[src/include/fcpu_consts.svh]
`ifndef FCPU_CONSTS_SVH
`define FCPU_CONSTS_SVH

// datapath
`define DATA_W      16
`define INSTR_W     16

// instruction fields
`define OPCODE_W    4
`define IMM_W       6
`define REG_ADDR_W  3   // 8 registers and r0 is ordinary

// reorder buffer
`define N_ROB_W     3   // 8 stations
`define RSV_ID_W    `N_ROB_W
`define ROB_PORT_W  2

// result bus with the tag above the data
`define CDB_W       (`RSV_ID_W + `DATA_W)

// multiplier depth
`define MUL_LAT     3

`endif

[src/design/fcpu_pkg.sv]
`include "fcpu_consts.svh"

package fcpu_pkg;

   typedef enum logic [`OPCODE_W-1:0] {
      OP_ADD  = 4'h0,
      OP_SUB  = 4'h1,
      OP_AND  = 4'h2,
      OP_XOR  = 4'h3,
      OP_ADDI = 4'h4,
      OP_LUI  = 4'h5,
      OP_MUL  = 4'h6
   } opcode_e;

   // register form
   typedef struct packed {
      logic [`OPCODE_W-1:0]   opcode;
      logic [`REG_ADDR_W-1:0] dst;
      logic [`REG_ADDR_W-1:0] src1;
      logic [`REG_ADDR_W-1:0] src2;
      logic [2:0]             unused;
   } r_fmt_t;

   // immediate form
   typedef struct packed {
      logic [`OPCODE_W-1:0]   opcode;
      logic [`REG_ADDR_W-1:0] dst;
      logic [`REG_ADDR_W-1:0] src1;
      logic [`IMM_W-1:0]      imm;
   } i_fmt_t;

   typedef union packed {
      r_fmt_t r;
      i_fmt_t i;
   } instr_u;

   typedef struct packed {
      logic                   valid;
      logic                   ready;  // result written
      logic [`RSV_ID_W-1:0]   station_id;
      logic [`REG_ADDR_W-1:0] dst_reg;
      opcode_e                opcode;
      logic [`DATA_W-1:0]     content;
   } station_t;

endpackage

[src/design/commit_regfile.sv]
`timescale 1ns/1ps
`include "fcpu_consts.svh"

module commit_regfile import fcpu_pkg::*; (
   input  logic                                     clk,
   input  logic                                     nrst,

   // operand lookup
   input  logic [`ROB_PORT_W-1:0][`REG_ADDR_W-1:0]  i_src_addr,
   output logic [`ROB_PORT_W-1:0][`DATA_W-1:0]      o_src_val,
   output logic [`ROB_PORT_W-1:0]                   o_src_pend,
   output logic [`ROB_PORT_W-1:0][`RSV_ID_W-1:0]    o_src_tag,

   // new writer
   input  logic                                     i_issue,
   input  logic [`REG_ADDR_W-1:0]                   i_issue_reg,
   input  logic [`RSV_ID_W-1:0]                     i_issue_tag,

   // commit stream
   input  logic                                     i_commit_valid,
   input  logic                                     i_commit_ready,
   input  station_t                                 i_commit,
   output logic [`REG_ADDR_W-1:0]                   o_commit_reg,
   output logic [`DATA_W-1:0]                       o_commit_data
);

   localparam int N_REGS = 2**`REG_ADDR_W;

   logic [`DATA_W-1:0]    regs     [N_REGS];
   logic [N_REGS-1:0]     pend;
   logic [`RSV_ID_W-1:0]  pend_tag [N_REGS];
   logic                  commit_fire;

   assign commit_fire = i_commit_valid && i_commit_ready;

   always_comb begin
      for (int p = 0; p < `ROB_PORT_W; p++) begin
         o_src_val[p]  = regs[i_src_addr[p]];
         o_src_pend[p] = pend[i_src_addr[p]];
         o_src_tag[p]  = pend_tag[i_src_addr[p]];
      end
   end

   always_ff @(posedge clk) begin
      if (nrst) begin
         pend <= '0;
         for (int r = 0; r < N_REGS; r++) begin
            regs[r] <= '0;
         end
      end else begin
         if (commit_fire) begin
            regs[i_commit.dst_reg] <= i_commit.content;
            // only the newest writer frees the register
            if (pend_tag[i_commit.dst_reg] == i_commit.station_id) begin
               pend[i_commit.dst_reg] <= 1'b0;
            end
         end
         if (i_issue) begin
            pend[i_issue_reg] <= 1'b1;  // overrides a same-cycle clear
         end
      end
   end

   always_ff @(posedge clk) begin
      if (i_issue) begin
         pend_tag[i_issue_reg] <= i_issue_tag;
      end
   end

   assign o_commit_reg  = i_commit.dst_reg;
   assign o_commit_data = i_commit.content;

endmodule

[src/design/decode_issue.sv]
`timescale 1ns/1ps
`include "fcpu_consts.svh"

module decode_issue import fcpu_pkg::*; (
   input  logic                                      clk,
   input  logic                                      nrst,
   input  logic                                      i_valid,
   output logic                                      o_ready,
   input  instr_u                                    i_instr,
   output logic [`ROB_PORT_W-1:0][`REG_ADDR_W-1:0]   o_src_addr,
   input  logic [`ROB_PORT_W-1:0][`DATA_W-1:0]       i_src_val,
   input  logic [`ROB_PORT_W-1:0]                    i_src_pend,
   input  logic [`ROB_PORT_W-1:0][`RSV_ID_W-1:0]     i_src_tag,
   output logic [`ROB_PORT_W-1:0][`RSV_ID_W-1:0]     o_rob_id,
   input  logic [`ROB_PORT_W-1:0][`DATA_W-1:0]       i_rob_data,
   input  logic [`ROB_PORT_W-1:0]                    i_rob_filled,
   output logic                                      o_rsv_valid,
   input  logic                                      i_rsv_ready,
   input  logic [`RSV_ID_W-1:0]                      i_rsv_id,
   output logic [`REG_ADDR_W-1:0]                    o_dst_reg,
   output opcode_e                                   o_opcode,
   output logic                                      o_ex_valid,
   input  logic                                      i_ex_ready,
   output opcode_e                                   o_ex_op,
   output logic [`DATA_W-1:0]                        o_ex_a,
   output logic [`DATA_W-1:0]                        o_ex_b,
   output logic [`RSV_ID_W-1:0]                      o_ex_tag
);

   opcode_e                               op;
   logic                                  is_imm;
   logic [`ROB_PORT_W-1:0]                need;
   logic [`ROB_PORT_W-1:0]                avail;
   logic [`ROB_PORT_W-1:0][`DATA_W-1:0]   opnd;
   logic [`DATA_W-1:0]                    imm_val;
   logic                                  rst_done;

   always_comb begin
      case (i_instr.r.opcode)
         OP_ADD, OP_SUB, OP_AND, OP_XOR,
         OP_ADDI, OP_LUI, OP_MUL: op = opcode_e'(i_instr.r.opcode);
         default:                 op = OP_ADD;  // illegal codes
      endcase
   end

   assign is_imm  = (op == OP_ADDI) || (op == OP_LUI);
   assign need[0] = (op != OP_LUI);
   assign need[1] = !is_imm;

   // lui fills the top bits, addi sign-extends
   assign imm_val = (op == OP_LUI) ?
                    {i_instr.i.imm, {(`DATA_W-`IMM_W){1'b0}}} :
                    {{(`DATA_W-`IMM_W){i_instr.i.imm[`IMM_W-1]}}, i_instr.i.imm};

   assign o_src_addr[0] = i_instr.r.src1;
   assign o_src_addr[1] = i_instr.r.src2;

   always_comb begin
      for (int p = 0; p < `ROB_PORT_W; p++) begin
         o_rob_id[p] = i_src_tag[p];
         opnd[p]     = i_src_pend[p] ? i_rob_data[p] : i_src_val[p];
         avail[p]    = !need[p] || !i_src_pend[p] || i_rob_filled[p];
      end
   end

   always_ff @(posedge clk) begin
      if (nrst) begin
         rst_done <= 1'b0;
      end else begin
         rst_done <= 1'b1;
      end
   end

   assign o_ready     = rst_done && i_rsv_ready && i_ex_ready && (&avail);
   assign o_rsv_valid = i_valid && o_ready;
   assign o_ex_valid  = i_valid && o_ready;

   assign o_dst_reg = i_instr.r.dst;
   assign o_opcode  = op;
   assign o_ex_op   = op;
   assign o_ex_a    = opnd[0];
   assign o_ex_b    = is_imm ? imm_val : opnd[1];
   assign o_ex_tag  = i_rsv_id;

endmodule

[src/design/exec_unit.sv]
`timescale 1ns/1ps
`include "fcpu_consts.svh"

module exec_unit import fcpu_pkg::*; (
   input  logic                  clk,
   input  logic                  nrst,
   input  logic                  i_valid,
   output logic                  i_ready,
   input  opcode_e               i_op,
   input  logic [`DATA_W-1:0]    i_a,
   input  logic [`DATA_W-1:0]    i_b,
   input  logic [`RSV_ID_W-1:0]  i_tag,
   output logic                  o_cdb_valid,
   output logic [`CDB_W-1:0]     o_cdb
);

   localparam int LAST = `MUL_LAT - 1;

   logic                  alu_in;
   logic                  mul_in;
   logic                  mul_out;
   logic [`DATA_W-1:0]    alu_res_n;
   logic [`DATA_W-1:0]    mul_lo;

   // alu output register
   logic                  alu_valid;
   logic [`RSV_ID_W-1:0]  alu_tag;
   logic [`DATA_W-1:0]    alu_res;

   // multiplier pipe
   logic [`MUL_LAT-1:0]   mul_v;
   logic [`RSV_ID_W-1:0]  mul_tag [`MUL_LAT];
   logic [`DATA_W-1:0]    mul_p   [`MUL_LAT];

   assign alu_in  = i_valid && i_ready && (i_op != OP_MUL);
   assign mul_in  = i_valid && i_ready && (i_op == OP_MUL);
   assign mul_out = mul_v[LAST];

   // low half of the product only
   assign mul_lo = i_a * i_b;

   // no new op while a held alu result still waits for the bus
   assign i_ready = !(alu_valid && mul_out);

   always_comb begin
      case (i_op)
         OP_SUB:  alu_res_n = i_a - i_b;
         OP_AND:  alu_res_n = i_a & i_b;
         OP_XOR:  alu_res_n = i_a ^ i_b;
         OP_LUI:  alu_res_n = i_b;  // immediate already shifted
         default: alu_res_n = i_a + i_b;  // add, addi
      endcase
   end

   always_ff @(posedge clk) begin
      if (nrst) begin
         alu_valid <= 1'b0;
      end else if (alu_in) begin
         alu_valid <= 1'b1;
      end else if (!mul_out) begin
         alu_valid <= 1'b0;  // sent this cycle
      end
   end

   always_ff @(posedge clk) begin
      if (alu_in) begin
         alu_tag <= i_tag;
         alu_res <= alu_res_n;
      end
   end

   always_ff @(posedge clk) begin
      if (nrst) begin
         mul_v <= '0;
      end else begin
         mul_v <= {mul_v[LAST-1:0], mul_in};
      end
   end

   always_ff @(posedge clk) begin
      mul_tag[0] <= i_tag;
      mul_p[0]   <= mul_lo;
      for (int s = 1; s < `MUL_LAT; s++) begin
         mul_tag[s] <= mul_tag[s-1];
         mul_p[s]   <= mul_p[s-1];
      end
   end

   // multiplier wins the bus
   assign o_cdb_valid = mul_out || alu_valid;
   assign o_cdb       = mul_out ? {mul_tag[LAST], mul_p[LAST]} : {alu_tag, alu_res};

endmodule

[src/design/fcpu_core.sv]
`timescale 1ns/1ps
`include "fcpu_consts.svh"

module fcpu_core import fcpu_pkg::*; (
   input  logic                    clk,
   input  logic                    nrst,
   input  logic                    i_valid,
   output logic                    o_ready,
   input  instr_u                  i_instr,
   output logic                    o_commit_valid,
   output logic [`REG_ADDR_W-1:0]  o_commit_reg,
   output logic [`DATA_W-1:0]      o_commit_data,
   input  logic                    i_commit_ready
);

   logic [`ROB_PORT_W-1:0][`REG_ADDR_W-1:0]  src_addr;
   logic [`ROB_PORT_W-1:0][`DATA_W-1:0]      src_val;
   logic [`ROB_PORT_W-1:0]                   src_pend;
   logic [`ROB_PORT_W-1:0][`RSV_ID_W-1:0]    src_tag;
   logic [`ROB_PORT_W-1:0][`RSV_ID_W-1:0]    rob_id;
   logic [`ROB_PORT_W-1:0][`DATA_W-1:0]      rob_data;
   logic [`ROB_PORT_W-1:0]                   rob_filled;

   logic                    rsv_valid;
   logic                    rsv_ready;
   logic [`RSV_ID_W-1:0]    rsv_id;
   logic [`REG_ADDR_W-1:0]  dst_reg;
   opcode_e                 dec_op;

   logic                    ex_valid;
   logic                    ex_ready;
   opcode_e                 ex_op;
   logic [`DATA_W-1:0]      ex_a;
   logic [`DATA_W-1:0]      ex_b;
   logic [`RSV_ID_W-1:0]    ex_tag;

   logic                    cdb_valid;
   logic [`CDB_W-1:0]       cdb;
   station_t                head;

   decode_issue u_decode (
      .clk, .nrst, .i_valid, .o_ready, .i_instr,
      .o_src_addr(src_addr), .i_src_val(src_val), .i_src_pend(src_pend), .i_src_tag(src_tag),
      .o_rob_id(rob_id), .i_rob_data(rob_data), .i_rob_filled(rob_filled),
      .o_rsv_valid(rsv_valid), .i_rsv_ready(rsv_ready), .i_rsv_id(rsv_id),
      .o_dst_reg(dst_reg), .o_opcode(dec_op),
      .o_ex_valid(ex_valid), .i_ex_ready(ex_ready), .o_ex_op(ex_op),
      .o_ex_a(ex_a), .o_ex_b(ex_b), .o_ex_tag(ex_tag)
   );

   reorder_buffer u_rob (
      .clk, .nrst,
      .i_valid(rsv_valid), .i_ready(rsv_ready), .i_rsv_id(rsv_id),
      .i_dst_reg(dst_reg), .i_opcode(dec_op),
      .rob_id(rob_id), .rob_data(rob_data), .rob_data_filled(rob_filled),
      .o_valid(o_commit_valid), .o_commit_data(head), .o_ready(i_commit_ready),
      .cdb_valid(cdb_valid), .cdb(cdb)
   );

   exec_unit u_exec (
      .clk, .nrst,
      .i_valid(ex_valid), .i_ready(ex_ready), .i_op(ex_op),
      .i_a(ex_a), .i_b(ex_b), .i_tag(ex_tag),
      .o_cdb_valid(cdb_valid), .o_cdb(cdb)
   );

   commit_regfile u_regfile (
      .clk, .nrst,
      .i_src_addr(src_addr), .o_src_val(src_val), .o_src_pend(src_pend), .o_src_tag(src_tag),
      .i_issue(rsv_valid), .i_issue_reg(dst_reg), .i_issue_tag(rsv_id),
      .i_commit_valid(o_commit_valid), .i_commit_ready(i_commit_ready), .i_commit(head),
      .o_commit_reg(o_commit_reg), .o_commit_data(o_commit_data)
   );

endmodule

[src/design/reorder_buffer.sv]
`timescale 1ns/1ps
`include "fcpu_consts.svh"

module reorder_buffer import fcpu_pkg::*; (
   input  logic                                   clk,
   input  logic                                   nrst,

   // reservation
   input  logic                                   i_valid,
   output logic                                   i_ready,
   output logic [`RSV_ID_W-1:0]                   i_rsv_id,
   input  logic [`REG_ADDR_W-1:0]                 i_dst_reg,
   input  opcode_e                                i_opcode,

   // operand read ports
   input  logic [`ROB_PORT_W-1:0][`RSV_ID_W-1:0]  rob_id,
   output logic [`ROB_PORT_W-1:0][`DATA_W-1:0]    rob_data,
   output logic [`ROB_PORT_W-1:0]                 rob_data_filled,

   // commit
   output logic                                   o_valid,
   output station_t                               o_commit_data,
   input  logic                                   o_ready,

   // result bus
   input  logic                                   cdb_valid,
   input  logic [`CDB_W-1:0]                      cdb
);

   localparam int N_ST = 2**`N_ROB_W;

   station_t                 station   [N_ST];
   station_t                 station_n [N_ST];
   station_t                 head_station;

   logic [`N_ROB_W-1:0]      rob_head;
   logic [`N_ROB_W-1:0]      rob_tail;
   logic                     do_reserve;
   logic                     do_release;

   logic [`RSV_ID_W-1:0]     cdb_tag;
   logic [`DATA_W-1:0]       cdb_data;

   assign cdb_tag  = cdb[`DATA_W +: `RSV_ID_W];
   assign cdb_data = cdb[`DATA_W-1:0];

   assign head_station  = station[rob_head];
   assign o_valid       = head_station.valid && head_station.ready;
   assign o_commit_data = head_station;

   // full when head is live and tail caught up
   assign i_ready  = !(head_station.valid && (rob_head == rob_tail));
   assign i_rsv_id = rob_tail;

   assign do_reserve = i_valid && i_ready;
   assign do_release = o_valid && o_ready;

   always_comb begin
      for (int p = 0; p < `ROB_PORT_W; p++) begin
         rob_data[p]        = station[rob_id[p]].content;
         rob_data_filled[p] = station[rob_id[p]].ready;
      end
   end

   always_comb begin
      for (int s = 0; s < N_ST; s++) begin
         station_n[s] = station[s];

         if (cdb_valid && (cdb_tag == `RSV_ID_W'(s))) begin
            station_n[s].ready   = 1'b1;
            station_n[s].content = cdb_data;
         end

         if (do_release && (rob_head == `N_ROB_W'(s))) begin
            station_n[s] = '0;
         end else if (do_reserve && (rob_tail == `N_ROB_W'(s))) begin
            station_n[s].valid      = 1'b1;
            station_n[s].ready      = 1'b0;
            station_n[s].station_id = `RSV_ID_W'(s);
            station_n[s].dst_reg    = i_dst_reg;
            station_n[s].opcode     = i_opcode;
            station_n[s].content    = '0;
         end
      end
   end

   always_ff @(posedge clk) begin
      for (int s = 0; s < N_ST; s++) begin
         if (nrst) begin
            station[s] <= '0;
         end else begin
            station[s] <= station_n[s];
         end
      end
   end

   // pointers wrap over the power of two stations
   always_ff @(posedge clk) begin
      if (nrst) begin
         rob_head <= '0;
         rob_tail <= '0;
      end else begin
         if (do_release) begin
            rob_head <= rob_head + 1'b1;
         end
         if (do_reserve) begin
            rob_tail <= rob_tail + 1'b1;
         end
      end
   end

endmodule

[config.mk]
export PLATFORM = sky130hd
export DESIGN_NAME = fcpu_core
export DESIGN_NICKNAME = d
export VERILOG_FILES = /design/src/design/fcpu_pkg.sv /design/src/design/commit_regfile.sv /design/src/design/decode_issue.sv /design/src/design/exec_unit.sv /design/src/design/fcpu_core.sv /design/src/design/reorder_buffer.sv
export VERILOG_INCLUDE_DIRS = /design/src /design/src/include
export SDC_FILE = /design/constraint.sdc
export NUM_CORES = 1
export LEC_CHECK = 0
export BUFFER_PORTS_ARGS = -buffer_cell sky130_fd_sc_hd__buf_4
export CAP_MARGIN = 20
export CORE_UTILIZATION = 35
export DETAILED_ROUTE_END_ITERATION = 8
export SETUP_SLACK_MARGIN = 0.3
export SYNTH_ARGS = -nofsm -noshare
export SYNTH_HDL_FRONTEND = slang
export SYNTH_SLANG_ARGS = --single-unit
[constraint.sdc]
create_clock -name clk -period 17.34 [get_ports clk]
set_input_delay 0.867 -clock clk [delete_from_list [all_inputs] [get_ports clk]]
set_output_delay 0.867 -clock clk [all_outputs]
set_load 0.05 [all_outputs]
Word-level counts from Yosys, hierarchy flattened. Memories as Yosys holds them, arrays and structs flattened. A register that Yosys moved wholly into a read port is not among the register bits. Index checks and enable logic that the tools add are counted.

Equal/unequal tests: 54. Multipliers: 1. Bitwise operators: 37. Add/sub/neg operators: 4. Reductions and logical operators: 72. Div/mod/pow operators: 0. Order comparisons: 6. Shifts and indexed selects: 0. Muxes and demuxes: 98.

Operators by type and width (number): two-way mux 28 bit (16); two-way mux 16 bit (20); two-way mux 10 bit (8); one-hot mux 16 bit (4 select lines) (1); two-way mux 1 bit (39); logical AND 1 bit (38); equality test 3 bit (second input constant) (12); AND reduction 2 bit (17); two-way mux 8 bit (4); OR 1 bit (32); equality test 4 x 3 -> 1 bit (second input constant) (6); != test 3 bit (second input constant) (8); two-way mux 19 bit (1); equality test 3 x 2 -> 1 bit (second input constant) (6); adder 16 bit (1); bitwise AND 16 bit (1); equality test 4 x 2 -> 1 bit (second input constant) (4); less-than comparator 3 x 4 -> 1 bit (second input constant) (4); multiplier 16 x 16 -> 16 bit (1); != test 2 bit (second input constant) (8); OR reduction 16 bit (1); subtractor 16 bit (1); XOR 16 bit (1); two-way mux 15 bit (1); other kinds (19) (41).

Output and inout bits: 21. Latch bits: 0. RAM bits: 433. ROM bits: 0. Word-level logic and storage cells: 285. Register bits after elaboration: 38. Bits of input ports: 20. Memories kept: 5.

Memory list: u_rob.station (words 8, width 28, read ports 3, clocked after Yosys merged registers in 1, wr ports 8, line reorder_buffer.sv:32) `station_t station [N_ST];`; u_regfile.regs (words 8, width 16, read ports 2, clocked after Yosys merged registers in 0, wr ports 8, line commit_regfile.sv:29) `` logic [`DATA_W-1:0] regs [N_REGS]; ``; u_exec.mul_p (words 3, width 16, read ports 3, clocked after Yosys merged registers in 0, wr ports 3, line exec_unit.sv:33) `` logic [`DATA_W-1:0] mul_p [`MUL_LAT]; ``; u_regfile.pend_tag (words 8, width 3, read ports 3, clocked after Yosys merged registers in 0, wr ports 1, line commit_regfile.sv:31) `` logic [`RSV_ID_W-1:0] pend_tag [N_REGS]; ``; u_exec.mul_tag (words 3, width 3, read ports 3, clocked after Yosys merged registers in 0, wr ports 3, line exec_unit.sv:32) `` logic [`RSV_ID_W-1:0] mul_tag [`MUL_LAT]; ``.

Logic depth before layout (Yosys ltp).
Word-level depth: 15. Gate-level depth with buffers: 39. Depth with buffers taken out: 36.

Cells and area by module. From an unflattened synthesis, not the netlist that was laid out.

Cell total of the unflattened synthesis: 2312. Area total of the unflattened synthesis: 29532.1 um^2.

By module, submodules not included: reorder_buffer (times used 1, area each 12482.0 um^2, sequential area each 6366.1 um^2, cells each 871); commit_regfile (times used 1, area each 8703.3 um^2, sequential area each 4724.5 um^2, cells each 557); exec_unit (times used 1, area each 7464.7 um^2, sequential area each 1791.7 um^2, cells each 769); decode_issue (times used 1, area each 882.1 um^2, sequential area each 20.0 um^2, cells each 115).

Worst setup path before layout. OpenSTA, ideal clock, no wires.

Path type: input-to-reg. Start: input i_instr[8] in the netlist's numbering. End: memory u_exec.mul_p[0][15] in the netlist's numbering. Library setup time: 0.072 ns. Buffers on the path: 5. Stages on the path: 31. Data required time: 17.268 ns. Data arrival time: 8.142 ns. Slack: 9.126 ns. Cells stage by stage: clkbuf_1 buf_2 mux4_2 mux2i_4 buf_2 buf_4 buf_2 mux2i_1 a21oi_1 a221oi_1 inv_1 ha_1 inv_1 fa_1 fa_1 inv_1 fa_1 fa_1 inv_1 fa_1 fa_1 xor2_1 xnor2_1 xnor2_1 xnor2_1 xnor2_1 xnor2_1 xnor2_1 xnor2_1 xnor2_1 xnor2_1.

RTL lines: from (decl) (line fcpu_core.sv:9) `input instr_u i_instr,`; to (decl) (line exec_unit.sv:33).

==> results.yml <==
setup_path:
  crit_type: "in -> reg"
  r2r_setup_slack_ps: 8220
  startpoint: "i_instr[3]"
  crit_family: "adder cells"
  crit_fanout: 52
  cp-start-kind: "primary input"
  worst-path-buf-inv: 5
  crit_required_ps: 17800
  critPathSlowestCell: "mux2i_4"
  endpoint_kind: "flip-flop"
  r2r_start: "u_regfile.pend_tag[2][0]"
  crit_top_cell: "fa_1"
  worstPathArrival_ps: 10260
  slowest_delay_ps: 840
clock_network:
  clk_latency_ps: 630
  numCtsBuffers: 46
  cts_hold_buf: 0
  clockBufferDepth: 3
  cts.clk_slew.worst_paths_ps: 60
  cts_sinks: 424
  cts_max_level: 2
  cts_tree: "built"
  ctsResizeCount: 0
  cts-root-buf: "clkbuf_16"
  post-cts-setup-buffer-count: 0
drt:
  vias: 19050
  drc: 0
  wl_per_cell_um: 24.97
  antenna_left: 0
  drt-total-wl_um: 82600
  drtIter0Drc: 2127
  dr.pass1.iters: 6
  vias_per_cell: 5.758
sta:
  min_period_over_period: 0.5651
  finalHoldViolCount: 0
  setup_violations: 0
  tightest_slew_ps: 1211
  setup_tns_ps: 0
  drv_slew: 0
  rsz0062_at_grt: "no"
  clock_skew_ps: 61.46
  finalCriticalPeriod_ps: 9799
  slew-limit-headroom: 0.1926
  fmax_mhz: 102.1
floorplan:
  dieWidth_um: 277.7
  die_height_um: 277.7
  start_util: 0.3556
  ios: 41
  rows: 100
  coreArea_sq_um: 74820
  die_area_sq_um: 77120
logic_synthesis:
  yosys_register_bits: 424
  yosys_warnings: 0
  synth_edf_count: 345
  synth_fp_nets: 2476
  avgSynthCellArea_sq_um: 11.66
  yosys.area.top_type: "edfxtp_1"
  syn_area_sq_um: 26600
  yosysTopAreaCellShare: 0.3894
  seq_area_frac_synth: 0.4489
  synth_flop_cell: "edfxtp_1"
  synth_cells: 2282
  yosysUniqueCellTypes: 70
  async_flop_share: 0
  synth.area.top_cells: "edfxtp_1 (39%), mux4_2 (11%), fa_1 (6.1%)"
power_and_ir_drop:
  leakage_nw: 11.35
  cellPowerDensity_nw_per_um2: 112.5
  peakVddDrop_mv: 0.08333
  total_power_mw: 3.332
hold_path:
  min_from: "u_exec.mul_p[0][9]"
  min_path_type: "reg -> reg"
run:
  cap_violations: 0
final_layout:
  drive_gt1_frac: 0.1467
  syn2layout_area_growth_pct: 11.27
  num-nets-final: 2495
  fin_cells: 3308
global_route:
  antenna_found_initial: 5
  grt_pass1_vias: 18920
  track_usage: 0.2131
  grt_max_degree: 71
  grt_overflow: 0
  grt_pass1_wl_um: 123100
placed_design:
  hpwl_um: 56930
  portBuffers: 40
  gp_congestion: 0.8908
  dp.cells: 3220
status:
  status: "finished clean"
[kinds of logic after synthesis]
group / count (synthesis) / synth area share
mux: 286 / 0.1702
compound gates: 328 / 0.08635
simple gates: 680 / 0.1157
xor+xnor: 74 / 0.02436
flops: 424 / 0.4489
fa+ha+maj: 174 / 0.1047
buf+inv: 316 / 0.04985
[sequential cells by signal (all words and copies together), names as in the netlist, named ones only]
signal	flops
u_regfile.pend	8
u_exec.alu_res	16
u_rob.station	174
u_rob.i_rsv_id	3
u_rob.rob_head	3
u_exec.mul_tag	9
u_regfile.pend_tag	24
u_exec.mul_p	48
u_exec.mul_v	3
u_regfile.regs	128
u_exec.alu_valid	1
u_decode.rst_done	1
u_exec.alu_tag	3
[worst paths after layout]
check                             end  depth (start not counted)
setup / recovery  u_exec.mul_p[0][15]                         30
hold / removal    u_exec.mul_p[0][25]                          0
setup reg to reg  u_exec.mul_p[0][15]                         29
hold reg to reg   u_exec.mul_p[0][25]                          0
[power breakdown]
part,switching [mW],internal [mW]
clock network,0.438,0.555
logic,0.636,0.439
registers,0.0536,1.21
[cells in the final DEF (no fill, tap or decap), types with 6 or more instances in the layout]
cell       instances
xnor2_1           55
clkinv_2           6
nand3_1           24
fa_1              81
mux2_2             7
and3_1            20
nor2b_1           75
a21oi_1           78
o21bai_1           6
buf_4             96
mux4_2           127
nor2_1           333
o22ai_1           10
edfxtp_1         345
nand2b_1          12
and2_1            53
ha_1              93
nor3_1            10
mux2i_1          143
a22oi_1           15
o21a_1            17
a211oi_1          93
nand2_1          127
dfxtp_1           77
or3_1              7
a221oi_1           8
inv_1            183
clkbuf_1           8
o21ai_2            8
clkbuf_16         47
a21o_1            12
clkinv_1           9
o21ai_0           31
xor2_1            19
a222oi_1           6
[Yosys cell counts (12+ instances only)]
cell	instances
a211oi_1	93
a21o_1	12
a21oi_1	78
a22oi_1	15
and2_1	53
and3_1	20
buf_2	34
buf_4	16
clkbuf_1	67
dfxtp_1	79
edfxtp_1	345
fa_1	81
ha_1	93
inv_1	183
mux2i_1	146
mux4_2	127
nand2_1	127
nand2b_1	12
nand3_1	24
nor2_1	333
nor2b_1	75
o21a_1	17
o21ai_0	39
xnor2_1	55
xor2_1	19
[cell type report]
cell class                      instances  area, sq um
Antenna cell                            1        2.502
Clock inverter                         25        250.2
Fill cell                            7095        45220
Tap cell                              969         1212
Timing Repair Buffer                  101        820.8
Clock buffer                           60         1275
Inverter                              186        698.2
Sequential cell                       424        11950
Multi-Input combinational cell       1542        13400
[metrics by stage]
step | hold WS (ps) | setup slack (ps) | instance area, sq um | utilization
6_report | 322.4 | 7541 | 29600 | 0.3957
5_1_grt | 326.1 | 6901 | 29600 | 0.3956
4_1_cts | 323.4 | 7534 | 29570 | 0.3952
3_5_place_dp | 312.1 | 6937 | 28040 | 0.3748
3_3_place_gp | 309.5 | 7093 | 27960 | 0.3737
2_1_floorplan | 309.6 | 9126 | 26600 | -
[worst register-to-register path, delay by kind of cell, from the launching register on]
kind	cells	cell delay (ps)
xor gates and xnor gates	2	250
buffers and inverters	4	1090
adders and majority gates	7	2940
muxes	2	1370
and+or+nand+nor	4	500
DFF	1	440
AOI/OAI and AO/OA	10	2370
[routing by layer]
| layer | wire (um) | part of all wire | track usage | vias up |
|---|---|---|---|---|
| met1 | 33700 | 0.41 | 0.2832 | 9617 |
| met5 | 23 | 0.00028 | 0 | - |
| met3 | 7123 | 0.086 | 0.03470 | 168 |
| met2 | 39010 | 0.47 | 0.3507 | 986 |
| li1 | - | - | - | 8271 |
| met4 | 2735 | 0.033 | 0.07522 | 4 |
No activity file was read; power rests on OpenSTA's default activity.
